==> src/source/decode_pkg.sv <==
package decode_pkg;

  typedef logic [31:0] word_t;

  localparam int INST_W     = 32;
  localparam int OPCODE_W   = 6;
  localparam int GREG_ID_W  = 4;
  localparam int PREG_ID_W  = 2;
  localparam int GREG_COUNT = 16;
  localparam int PREG_COUNT = 4;

  // instruction field positions
  localparam int PSET_BIT = 31;
  localparam int PID_HI   = 30;
  localparam int PID_LO   = 29;
  localparam int OPC_HI   = 28;
  localparam int OPC_LO   = 23;
  localparam int Z_HI     = 22; // also the alternative X
  localparam int Z_LO     = 19;
  localparam int Y_HI     = 18;
  localparam int Y_LO     = 15;
  localparam int X_HI     = 14;
  localparam int X_LO     = 11;
  localparam int I15_HI   = 14;
  localparam int J23_HI   = 22;
  localparam int I19_HI   = 18;

  typedef enum logic [OPCODE_W-1:0] {
    OP_NOP  = 6'h00,
    OP_NEG  = 6'h05, OP_NOT  = 6'h06,
    OP_AND  = 6'h07, OP_OR   = 6'h08, OP_XOR  = 6'h09,
    OP_ADD  = 6'h0a, OP_SUB  = 6'h0b, OP_MUL  = 6'h0c, OP_DIV  = 6'h0d,
    OP_MOD  = 6'h0e, OP_SHL  = 6'h0f, OP_SHR  = 6'h10,
    OP_ANDI = 6'h11, OP_ORI  = 6'h12, OP_XORI = 6'h13,
    OP_ADDI = 6'h14, OP_SUBI = 6'h15, OP_MULI = 6'h16, OP_DIVI = 6'h17,
    OP_MODI = 6'h18, OP_SHLI = 6'h19, OP_SHRI = 6'h1a,
    OP_JALI = 6'h1b, OP_JALR = 6'h1c, OP_JMPI = 6'h1d, OP_JMPR = 6'h1e,
    OP_LD   = 6'h23, OP_ST   = 6'h24, OP_LDI  = 6'h25,
    OP_RTOP = 6'h26, OP_ANDP = 6'h27, OP_ORP  = 6'h28, OP_XORP = 6'h29,
    OP_NOTP = 6'h2a, OP_ISNEG = 6'h2b, OP_ISZERO = 6'h2c
  } opcode_e;

  typedef enum logic [3:0] {
    ALU_NONE = 4'd0,
    ALU_ADD  = 4'd1, ALU_SUB  = 4'd2, ALU_MUL = 4'd3, ALU_DIV = 4'd4,
    ALU_MOD  = 4'd5, ALU_SHL  = 4'd6, ALU_SHR = 4'd7,
    ALU_AND  = 4'd8, ALU_OR   = 4'd9, ALU_XOR = 4'd10,
    ALU_NEG  = 4'd11, ALU_NOT = 4'd12, ALU_PASS = 4'd13, ALU_LINK = 4'd14
  } alu_op_e;

  // predicate unit reuses codes 1..7 when pf_or_i is 0
  localparam alu_op_e ALU_ANDP   = ALU_ADD;
  localparam alu_op_e ALU_ORP    = ALU_SUB;
  localparam alu_op_e ALU_XORP   = ALU_MUL;
  localparam alu_op_e ALU_NOTP   = ALU_DIV;
  localparam alu_op_e ALU_RTOP   = ALU_MOD;
  localparam alu_op_e ALU_ISNEG  = ALU_SHL;
  localparam alu_op_e ALU_ISZERO = ALU_SHR;

  typedef enum logic [1:0] {
    EXT_NONE = 2'b00,
    EXT_I15  = 2'b01,
    EXT_J23  = 2'b10,
    EXT_I19  = 2'b11
  } ext_kind_e;

  typedef struct packed {
    logic      wb_gen;
    logic      wb_pred;
    logic      wb_from_mem; // load data instead of alu result
    logic      mem_write;
    logic      mem_read;
    logic      link;
    logic      src2_imm;
    alu_op_e   alu_op;
    logic      pf_or_i;     // 1 integer unit, 0 predicate unit
    logic      jump_reg;
    logic      jump;
    ext_kind_e ext_kind;
    logic      reg_id_sel;  // x id from the z field
  } ctrl_t;

  localparam word_t GREG_RESET [GREG_COUNT] = '{
    32'd0,  32'd1,  32'd2,  32'd3,
    32'd4,  32'd5,  32'd6,  32'd7,
    32'd8,  32'd9,  32'd10, 32'd11,
    32'd12, 32'd13, 32'd14, 32'd15
  };

  localparam bit PREG_RESET [PREG_COUNT] = '{1'b1, 1'b1, 1'b0, 1'b0};

endpackage

==> src/source/bank_if.sv <==
`timescale 1ns/1ps

interface bank_if #(
  parameter type entry_t = logic,
  parameter int  ID_W    = 2
);
  logic [ID_W-1:0] rd_x_id;
  logic [ID_W-1:0] rd_y_id;
  logic [ID_W-1:0] rd_g_id; // guard look-up
  entry_t          rd_x;
  entry_t          rd_y;
  entry_t          rd_g;
  logic            wr_en;
  logic [ID_W-1:0] wr_id;
  entry_t          wr_data;

  modport bank (input rd_x_id, rd_y_id, rd_g_id, wr_en, wr_id, wr_data,
                output rd_x, rd_y, rd_g);

  modport user (output rd_x_id, rd_y_id, rd_g_id, wr_en, wr_id, wr_data,
                input rd_x, rd_y, rd_g);

endinterface

==> src/source/control_decoder.sv <==
`timescale 1ns/1ps

module control_decoder (
  input  decode_pkg::opcode_e opcode,
  output decode_pkg::ctrl_t   ctrl
);
  import decode_pkg::*;

  always_comb
  begin
    ctrl = '0; // nop word, float opcodes land here too
    case (opcode)
      OP_LD:
      begin
        ctrl.wb_gen      = 1'b1;
        ctrl.wb_from_mem = 1'b1;
        ctrl.mem_read    = 1'b1;
        ctrl.src2_imm    = 1'b1;
        ctrl.pf_or_i     = 1'b1;
        ctrl.ext_kind    = EXT_I15;
      end
      OP_ST:
      begin
        ctrl.mem_write  = 1'b1;
        ctrl.src2_imm   = 1'b1;
        ctrl.pf_or_i    = 1'b1;
        ctrl.ext_kind   = EXT_I15;
        ctrl.reg_id_sel = 1'b1; // store data reg sits in z field
      end
      OP_ANDP, OP_ORP, OP_XORP, OP_NOTP, OP_RTOP, OP_ISNEG, OP_ISZERO:
      begin
        ctrl.wb_pred = 1'b1;
      end
      OP_LDI:
      begin
        ctrl.wb_gen   = 1'b1;
        ctrl.src2_imm = 1'b1;
        ctrl.pf_or_i  = 1'b1;
        ctrl.ext_kind = EXT_I19;
      end
      OP_ADDI, OP_SUBI, OP_MULI, OP_DIVI, OP_MODI, OP_SHLI, OP_SHRI,
      OP_ANDI, OP_ORI, OP_XORI:
      begin
        ctrl.wb_gen   = 1'b1;
        ctrl.src2_imm = 1'b1;
        ctrl.pf_or_i  = 1'b1;
        ctrl.ext_kind = EXT_I15;
      end
      OP_ADD, OP_SUB, OP_MUL, OP_DIV, OP_MOD, OP_SHL, OP_SHR,
      OP_AND, OP_OR, OP_XOR, OP_NEG, OP_NOT:
      begin
        ctrl.wb_gen  = 1'b1;
        ctrl.pf_or_i = 1'b1;
      end
      OP_JMPI:
      begin
        ctrl.jump     = 1'b1;
        ctrl.ext_kind = EXT_J23;
      end
      OP_JMPR:
      begin
        ctrl.jump       = 1'b1;
        ctrl.jump_reg   = 1'b1;
        ctrl.reg_id_sel = 1'b1;
      end
      OP_JALI:
      begin
        ctrl.wb_gen   = 1'b1;
        ctrl.link     = 1'b1;
        ctrl.pf_or_i  = 1'b1;
        ctrl.jump     = 1'b1;
        ctrl.ext_kind = EXT_I19;
      end
      OP_JALR:
      begin
        ctrl.wb_gen   = 1'b1;
        ctrl.link     = 1'b1;
        ctrl.pf_or_i  = 1'b1;
        ctrl.jump     = 1'b1;
        ctrl.jump_reg = 1'b1;
      end
      default:
      begin
        ctrl = '0;
      end
    endcase

    case (opcode)
      OP_LD, OP_ST, OP_ADDI, OP_ADD: ctrl.alu_op = ALU_ADD;
      OP_SUBI, OP_SUB:               ctrl.alu_op = ALU_SUB;
      OP_MULI, OP_MUL:               ctrl.alu_op = ALU_MUL;
      OP_DIVI, OP_DIV:               ctrl.alu_op = ALU_DIV;
      OP_MODI, OP_MOD:               ctrl.alu_op = ALU_MOD;
      OP_SHLI, OP_SHL:               ctrl.alu_op = ALU_SHL;
      OP_SHRI, OP_SHR:               ctrl.alu_op = ALU_SHR;
      OP_ANDI, OP_AND:               ctrl.alu_op = ALU_AND;
      OP_ORI, OP_OR:                 ctrl.alu_op = ALU_OR;
      OP_XORI, OP_XOR:               ctrl.alu_op = ALU_XOR;
      OP_NEG:                        ctrl.alu_op = ALU_NEG;
      OP_NOT:                        ctrl.alu_op = ALU_NOT;
      OP_LDI:                        ctrl.alu_op = ALU_PASS; // imm straight through
      OP_JALI, OP_JALR:              ctrl.alu_op = ALU_LINK;
      OP_ANDP:                       ctrl.alu_op = ALU_ANDP;
      OP_ORP:                        ctrl.alu_op = ALU_ORP;
      OP_XORP:                       ctrl.alu_op = ALU_XORP;
      OP_NOTP:                       ctrl.alu_op = ALU_NOTP;
      OP_RTOP:                       ctrl.alu_op = ALU_RTOP;
      OP_ISNEG:                      ctrl.alu_op = ALU_ISNEG;
      OP_ISZERO:                     ctrl.alu_op = ALU_ISZERO;
      default:                       ctrl.alu_op = ALU_NONE;
    endcase
  end

endmodule

==> src/source/register_bank.sv <==
`timescale 1ns/1ps

module register_bank #(
  parameter type    entry_t                     = logic,
  parameter int     DEPTH                       = 4,
  parameter entry_t RESET_VALUES [DEPTH]        = '{default: '0}
) (
  input logic clk,
  input logic rst,
  bank_if.bank port
);

  entry_t regs [DEPTH];

  always_ff @(posedge clk)
  begin
    if (rst)
    begin
      for (int i = 0; i < DEPTH; i++)
      begin
        regs[i] <= RESET_VALUES[i]; // per-entry reset table
      end
    end
    else if (port.wr_en)
    begin
      regs[port.wr_id] <= port.wr_data;
    end
  end

  // no bypass, same-cycle reads see the old entry
  assign port.rd_x = regs[port.rd_x_id];
  assign port.rd_y = regs[port.rd_y_id];
  assign port.rd_g = regs[port.rd_g_id];

endmodule

==> src/source/decode_stage.sv <==
`timescale 1ns/1ps

module decode_stage (
  input  logic                               clk,
  input  logic                               rst,
  input  logic                               inst_valid,
  input  logic [decode_pkg::INST_W-1:0]      inst,
  input  decode_pkg::word_t                  pc_next,
  input  logic                               wb_gen_en,
  input  logic [decode_pkg::GREG_ID_W-1:0]   wb_gen_id,
  input  decode_pkg::word_t                  wb_gen_data,
  input  logic                               wb_pred_en,
  input  logic [decode_pkg::PREG_ID_W-1:0]   wb_pred_id,
  input  logic                               wb_pred_data,
  output logic                               out_valid,
  output decode_pkg::ctrl_t                  ctrl,
  output decode_pkg::word_t                  rx,
  output decode_pkg::word_t                  ry,
  output logic                               px,
  output logic                               py,
  output logic                               pval,
  output logic [decode_pkg::GREG_ID_W-1:0]   z_id,
  output logic [decode_pkg::GREG_ID_W-1:0]   x_id,
  output logic [decode_pkg::GREG_ID_W-1:0]   y_id,
  output decode_pkg::word_t                  imm,
  output decode_pkg::word_t                  jump_target
);
  import decode_pkg::*;

  opcode_e               opcode;
  ctrl_t                 dec_ctrl;
  logic [GREG_ID_W-1:0]  x_sel;
  logic [GREG_ID_W-1:0]  y_sel;
  logic [GREG_ID_W-1:0]  z_sel;
  word_t                 imm_ext;
  word_t                 target;
  logic                  guard;

  bank_if #(.entry_t(word_t), .ID_W(GREG_ID_W)) greg_bus ();
  bank_if #(.entry_t(bit),    .ID_W(PREG_ID_W)) preg_bus ();

  assign opcode = opcode_e'(inst[OPC_HI:OPC_LO]);

  control_decoder u_ctrl (
    .opcode (opcode),
    .ctrl   (dec_ctrl)
  );

  assign x_sel = dec_ctrl.reg_id_sel ? inst[Z_HI:Z_LO] : inst[X_HI:X_LO];
  assign y_sel = inst[Y_HI:Y_LO];
  assign z_sel = inst[Z_HI:Z_LO];

  assign greg_bus.rd_x_id = x_sel;
  assign greg_bus.rd_y_id = y_sel;
  assign greg_bus.rd_g_id = '0; // guard look-up only used on preds
  assign greg_bus.wr_en   = wb_gen_en;
  assign greg_bus.wr_id   = wb_gen_id;
  assign greg_bus.wr_data = wb_gen_data;

  assign preg_bus.rd_x_id = x_sel[PREG_ID_W-1:0];
  assign preg_bus.rd_y_id = y_sel[PREG_ID_W-1:0];
  assign preg_bus.rd_g_id = inst[PID_HI:PID_LO];
  assign preg_bus.wr_en   = wb_pred_en;
  assign preg_bus.wr_id   = wb_pred_id;
  assign preg_bus.wr_data = wb_pred_data;

  register_bank #(.entry_t(word_t), .DEPTH(GREG_COUNT), .RESET_VALUES(GREG_RESET)) gregs (
    .clk  (clk),
    .rst  (rst),
    .port (greg_bus.bank)
  );

  register_bank #(.entry_t(bit), .DEPTH(PREG_COUNT), .RESET_VALUES(PREG_RESET)) pregs (
    .clk  (clk),
    .rst  (rst),
    .port (preg_bus.bank)
  );

  always_comb
  begin
    case (dec_ctrl.ext_kind)
      EXT_I15: imm_ext = {{(31 - I15_HI){inst[I15_HI]}}, inst[I15_HI:0]};
      EXT_J23: imm_ext = {{(31 - J23_HI){inst[J23_HI]}}, inst[J23_HI:0]};
      EXT_I19: imm_ext = {{(31 - I19_HI){inst[I19_HI]}}, inst[I19_HI:0]};
      default: imm_ext = '0;
    endcase
  end

  assign target = pc_next + imm_ext; // pc-relative from next pc
  assign guard  = inst[PSET_BIT] ? preg_bus.rd_g : 1'b1;

  always_ff @(posedge clk)
  begin
    if (rst)
    begin
      out_valid   <= 1'b0;
      ctrl        <= '0;
      rx          <= '0;
      ry          <= '0;
      px          <= 1'b0;
      py          <= 1'b0;
      pval        <= 1'b0;
      z_id        <= '0;
      x_id        <= '0;
      y_id        <= '0;
      imm         <= '0;
      jump_target <= '0;
    end
    else
    begin
      out_valid <= inst_valid;
      if (inst_valid) // hold outputs on idle cycles
      begin
        ctrl        <= dec_ctrl;
        rx          <= greg_bus.rd_x;
        ry          <= greg_bus.rd_y;
        px          <= preg_bus.rd_x;
        py          <= preg_bus.rd_y;
        pval        <= guard;
        z_id        <= z_sel;
        x_id        <= x_sel;
        y_id        <= y_sel;
        imm         <= imm_ext;
        jump_target <= target;
      end
    end
  end

endmodule

==> config.mk <==
export PLATFORM = sky130hd
export DESIGN_NAME = decode_stage
export DESIGN_NICKNAME = d
export VERILOG_FILES = /design/src/source/decode_pkg.sv /design/src/source/bank_if.sv /design/src/source/control_decoder.sv /design/src/source/register_bank.sv /design/src/source/decode_stage.sv
export SDC_FILE = /design/constraint.sdc
export NUM_CORES = 1
export LEC_CHECK = 0
export BUFFER_PORTS_ARGS = -buffer_cell sky130_fd_sc_hd__buf_2
export CAP_MARGIN = 20
export CORE_ASPECT_RATIO = 0.6
export CORE_MARGIN = 2
export CORE_UTILIZATION = 50
export CTS_BUF_LIST = sky130_fd_sc_hd__clkbuf_4
export DETAILED_ROUTE_END_ITERATION = 8
export GPL_ROUTABILITY_DRIVEN = 0
export GPL_TIMING_DRIVEN = 0
export MAX_ROUTING_LAYER = met4
export PLACE_DENSITY = 0.68
export SYNTH_ARGS = -nofsm -noshare
export SYNTH_HDL_FRONTEND = slang
export SYNTH_SLANG_ARGS = --single-unit
==> constraint.sdc <==
create_clock -name clk -period 6.88 [get_ports clk]
set_clock_uncertainty 0.05 [all_clocks]
set_input_delay 2.064 -clock clk [delete_from_list [all_inputs] [get_ports clk]]
set_output_delay 2.064 -clock clk [all_outputs]
set_load 0.02 [all_outputs]
### Word-level counts from Yosys, hierarchy flattened

Memories as Yosys holds them, arrays and structs flattened. A register that Yosys moved wholly into a read port is not among the register bits.
Cells that the tools add are included.

| storage, ports and cells | value |
|---|---|
| logic and storage cells | 101 |
| input port bits | 108 |
| flip-flop bits (word level) | 90 |
| bits in writable memories | 516 |
| bits in read-only memories | 256 |
| memories | 3 |

Memory list:

| name | depth | bits a word | read ports | clocked after memory_dff | wr ports | RTL line | text |
|---|---|---|---|---|---|---|---|
| gregs.regs | 16 | 32 | 2 | 2 | 16 | register_bank.sv:13 | `entry_t regs [DEPTH];` |
| (name not given) | 64 | 4 | 1 | 1 | 0 | control_decoder.sv:88 | `case (opcode)` |
| pregs.regs | 4 | 1 | 3 | 2 | 4 | register_bank.sv:13 |  |

| operators by class | value |
|---|---|
| eq/ne operators | 39 |
| multiplexer cells | 28 |
| reduce and logical (&&, ||, !) cells | 12 |
| add/sub/neg operators | 1 |

Operator list:

| kind | count |
|---|---|
| one-hot mux 32 bit (3 select lines) | 1 |
| == test 6 x 5 -> 1 bit, second input constant | 15 |
| == test 6 bit, second input constant | 10 |
| == test 6 x 4 -> 1 bit, second input constant | 8 |
| adder 32 bit | 1 |
| two-way mux 32 bit | 1 |
| OR reduction 32 bit | 1 |
| OR reduction 27 bit | 1 |
| OR reduction 26 bit | 1 |
| two-way mux 1 bit | 22 |
| == test 6 x 3 -> 1 bit, second input constant | 3 |
| OR reduction 13 bit | 1 |
| OR reduction 12 bit | 1 |
| two-way mux 4 bit | 2 |
| OR reduction 2 bit | 4 |
| OR reduction 7 bit | 1 |
| one-hot mux 2 bit (3 select lines) | 1 |
| == test 2 bit, second input constant | 2 |
| OR reduction 4 bit | 1 |
| == test 2 x 1 -> 1 bit, second input constant | 1 |
| two-way mux 2 bit | 1 |
| OR reduction 1 bit | 1 |

### Longest topological paths before layout

| depth | value |
|---|---|
| word-level depth | 6 |
| mapped depth | 21 |
| gate-level depth less buffers | 19 |

### By module

A second synthesis with hierarchy kept.

| second synthesis, totals | value |
|---|---|
| cell total of the unflattened synthesis | 2885 |
| area, all modules | 38461.9 µm² |

Modules (own cells, without submodules):

| module | times used | area each (µm²) | cells an instance |
|---|---|---|---|
| register_bank at gregs | 1 | 30231.5 | 1965 |
| decode_stage | 1 | 7282.0 | 790 |
| control_decoder | 1 | 685.7 | 111 |
| register_bank at pregs | 1 | 262.8 | 19 |

### Worst setup path after synthesis

No wires, ideal clock.

| timing | value |
|---|---|
| path kind | input-to-reg |
| start point | input inst[23] (netlist bit) |
| end point | register jump_target[31] |
| arrival | 5.733 ns |
| library setup time | 0.122 ns |
| buffers on the path | 2 |
| required time | 6.708 ns |
| slack | 0.975 ns |
| stages | 18 |
| cells stage by stage | inv_1 -> ha_1 -> buf_2 -> nor2_1 -> o221ai_1 -> o2bb2ai_1 -> nor2_1 -> nand2_1 -> clkbuf_1 -> and2_1 -> ha_1 -> a2111oi_0 -> o21ai_0 -> a41o_1 -> a41oi_1 -> o21ai_0 -> a31o_2 -> a311o_1 |

| between the ends | value |
|---|---|
| cells in the longest elaborated chain, start to end | 6 |

Ends and longest elaborated chain:

| what | RTL line | text |
|---|---|---|
| from (decl) | decode_stage.sv:7 | `input logic [decode_pkg::INST_W-1:0] inst,` |
| == test 6 bit or == test 6 x 5 -> 1 bit (tied branches) | control_decoder.sv:12 | `case (opcode)` |
| OR reduction 12 bit (no line) or OR reduction 2 bit (tied branches) | n/a |  |
| one-hot mux 2 bit (3 select lines) * | control_decoder.sv:12 |  |
| == test 2 bit or == test 2 x 1 -> 1 bit (tied branches) | decode_stage.sv:81 | `case (dec_ctrl.ext_kind)` |
| one-hot mux 32 bit (3 select lines) * | decode_stage.sv:81 |  |
| net imm_ext[6] | decode_stage.sv:35 | `word_t imm_ext;` |
| adder 32 bit * | decode_stage.sv:89 | `assign target = pc_next + imm_ext;` |
| to (signal assigned) | decode_stage.sv:124 | `jump_target <= target;` |
| to (decl) | decode_stage.sv:26 | `output decode_pkg::word_t jump_target` |

The timed path passes the listed nets; every way through them passes the cells marked *.
A chain may end at the register's enable or synchronous reset.

### Worst setup path after layout

| timing | value |
|---|---|
| start point | input inst[28] (netlist bit) |
| end point | register jump_target[23] |

The elaborated chain is that of the path after synthesis.

==> flow_summary.yaml <==
run_status:
  status: "finished clean"
final_layout:
  final_cells: 4287
  final_nets: 3372
  fillers: 5520
  register_area_sq_um: 18500
  final_util_pct: 58.9
  multi_input_area_sq_um: 15300
  stdcell_area_sq_um: 40400
  drive_above_1_share_pct: 26.4
  area_delta_synth_final_pct: 15.9
yosys:
  synth-xor-area-share_pct: 0.604
  synth_seq_cells: 667
  synth_top_area_share_pct: 44.3
  synth.area.mux_share_pct: 18.5
  async_flop_share_pct: 0
  syn_area_sq_um: 34800
  post_synth_and_or_nand_nor_area_fraction_pct: 15.9
  yosysTopAreaCell: "edfxtp_1"
  yosys_warnings: 0
  synth_flop_cell: "edfxtp_1"
  avgSynthCellArea_sq_um: 12.6
  syn_inst: 2764
  synth-compound-area-share_pct: 7.17
  synth_fa_ha_area_share_pct: 1.35
  yosysSeqAreaShare_pct: 53.1
  ys_types: 74
  synth_top_family_by_area: "multiplexers"
  synth_area_leaders: "edfxtp_1 44%, mux4_2 15%, and2_1 8.9%"
  syn-num-nets: 2909
  synth_edf_count: 514
power:
  p_per_area_nw_per_um2: 243
  cellLeakagePower_nw: 15.4
  power_mw: 9.80
  vdd_drop_max_v: 0.000178
cts:
  cts_tree: "yes"
  cts_inserted_buffers: 160
  cts_htree_levels: 4
  cts_setup_buffers: 0
  cts-root-buf: "clkbuf_4"
  ctsResizeCount: 0
  clk_path_buf_depth: 3
  cts.sinks: 667
  clk_pin_slew_worst_paths_ns: 0.07
  hold_buffers: 0
  clk_latency_ns: 1.02
placement:
  io_buffers: 263
  place_hpwl_microns: 93000
  placed_cells: 3972
  post-place-ws_ns: -0.520
  dpl_cell_area_sq_um: 38100
global_routing:
  met3_usage_pct: 13.1
  grt_pass1_wl_microns: 180000
  grt_antenna_before_repair: 11
  grt_start_max_net_pins: 25
  grt_overflow: 0
  globalRouteMet1Util_pct: 51.8
  top_usage_layer: "met1"
  track_usage_pct: 36.4
  use_met2_pct: 47.8
  first_global_vias: 26600
floorplan:
  die_area_sq_um: 71800
  num_rows: 74
  initial_core_util_pct: 50.8
  die_h_microns: 208
  die_x_microns: 345
  coreArea_sq_um: 68500
  ios: 269
timing:
  rsz0062_at_grt: "false"
  relSlewSlack_pct: 18.3
  fin_ws_ns: 0.357
  fin_crit_ns: 6.52
  hold_viol_final: 0
  tightest_slew_ns: 1.23
  hold_slack_ns: 0.415
  setup_viol: 0
  fin_crit_sh_pct: 94.8
  max_freq_ghz: 0.153
  maxSlewViolCount: 0
  tns_ns: 0
routing:
  route.detailed.drc: 0
  drt-vias-per-instance: 6.48
  vias: 27800
  totalWireLength_microns: 128000
  antenna_left: 0
  drt-initial-drc-count: 4489
  post_drt_wl_per_cell_microns: 29.9
  drt_pass1_iterations: 9
worst_setup_path:
  cp_max_fo: 10
  path_class: "input port to flop"
  cp-start-kind: "input port"
  arrival_ns: 7.30
  required_ns: 7.65
  worst_setup_path_end_kind: "flop"
worst_hold_path:
  hp-class: "flop to flop"
flow_run:
  drv_cap: 0
sequential cells by signal, summed over array words and instances, names as in the netlist:
register     flops
gregs.regs     512
jump_target     32
rx              32
ry              32
imm             23
ctrl            16
pregs.regs       4
x_id             4
y_id             4
z_id             4
out_valid        1
pval             1
px               1
py               1
cell type report:
type                    instances  area share, %
diodes                         13         0.0806
plain buffers                 250           2.78
clock buffers                 261           4.86
well taps                     912           2.83
multi-input cells            1828           37.9
flip-flops and latches        667           45.8
repair buffers                301           5.08
inverters                      19          0.177
clock inverters                36          0.499
kinds of logic (layout without fill, tap and decap cells):
| logic type | after synthesis | count (layout) |
|---|---|---|
| buffers and inverters | 269 | 867 |
| other | 0 | 13 |
| adder cells (fa/ha/maj) | 37 | 37 |
| multiplexers | 359 | 359 |
| flip-flops | 667 | 667 |
| AND/OR/NAND/NOR | 1033 | 1033 |
| AO/OA/AOI/OAI | 375 | 375 |
| XOR/XNOR | 24 | 24 |
per-layer routing:
layer / part of all wire, % / up-vias
li1: - / 11300
met1: 39 / 13700
met2: 41 / 2346
met3: 16 / 386
met4: 3.5 / 0
met5: 0 / -
cells in the final DEF (no fill, tap or decap), types with 41 or more instances in the layout:
master    instances
buf_2           284
nor2_1          164
dfxtp_1         153
mux2i_1         131
o22ai_1          41
a211oi_1         50
a21oi_1          97
clkbuf_4        261
edfxtp_1        514
clkbuf_1        177
nand2_1         215
and2_1          496
mux4_2          226
synthesized netlist by cell type, types with 4 or more instances:
| cell | n |
|---|---|
| a21oi_1 | 97 |
| a21boi_0 | 29 |
| xnor2_1 | 10 |
| o21ai_0 | 44 |
| o211a_1 | 4 |
| o211ai_1 | 5 |
| and3_1 | 8 |
| or3_1 | 34 |
| a311oi_1 | 5 |
| nor3_1 | 10 |
| nor4_1 | 36 |
| a31oi_1 | 7 |
| dfxtp_1 | 153 |
| xor2_1 | 14 |
| nor2b_1 | 8 |
| a2111oi_0 | 5 |
| or2_2 | 8 |
| nor2_1 | 165 |
| o22ai_1 | 41 |
| edfxtp_1 | 514 |
| a211oi_2 | 4 |
| ha_1 | 36 |
| buf_2 | 21 |
| buf_6 | 9 |
| a21boi_1 | 6 |
| nand2_1 | 215 |
| o21a_1 | 4 |
| nor3b_1 | 4 |
| clkbuf_1 | 177 |
| a22oi_1 | 34 |
| mux4_2 | 226 |
| nand2b_1 | 17 |
| buf_4 | 14 |
| and2_1 | 496 |
| mux2i_1 | 131 |
| nand3_1 | 13 |
| a21o_1 | 13 |
| buf_1 | 26 |
| inv_1 | 19 |
| nand4_1 | 4 |
| a211oi_1 | 50 |
| nand3b_1 | 6 |
worst max-delay path, stage by stage:
cell and delay (ns):
buf_2 0.12, clkbuf_1 0.40, xor2_1 0.18, a22oi_1 0.08
o2bb2ai_1 0.57, nor2_2 0.18, nand2_1 0.24, clkbuf_1 0.36
and2_1 0.22, ha_1 0.31, a2111oi_0 0.44, o21ai_0 0.36
a41o_1 0.42, a41oi_2 0.37, o21ai_0 0.21, a31oi_1 0.23
xor2_1 0.38, o22ai_1 0.16
report_power, final:
group          internal (mW)  switching (mW)  total [mW]  leakage (nW)
sequential              4.58           0.136        4.72          6.18
combinational          0.603           0.958        1.56          7.98
clock                   1.76            1.77        3.53          1.28
total                   6.94            2.86        9.80          15.4
final timing paths:
kind                           start  slack, ns  cells past startpoint              end
hold / removal              ctrl[13]       0.42                      2         ctrl[13]
setup reg to reg  gregs.regs[11][21]       4.96                      4           ry[21]
hold reg to reg             ctrl[13]       0.42                      2         ctrl[13]
setup / recovery            inst[28]       0.36                     18  jump_target[23]
(Power assumes the default switching activity.)
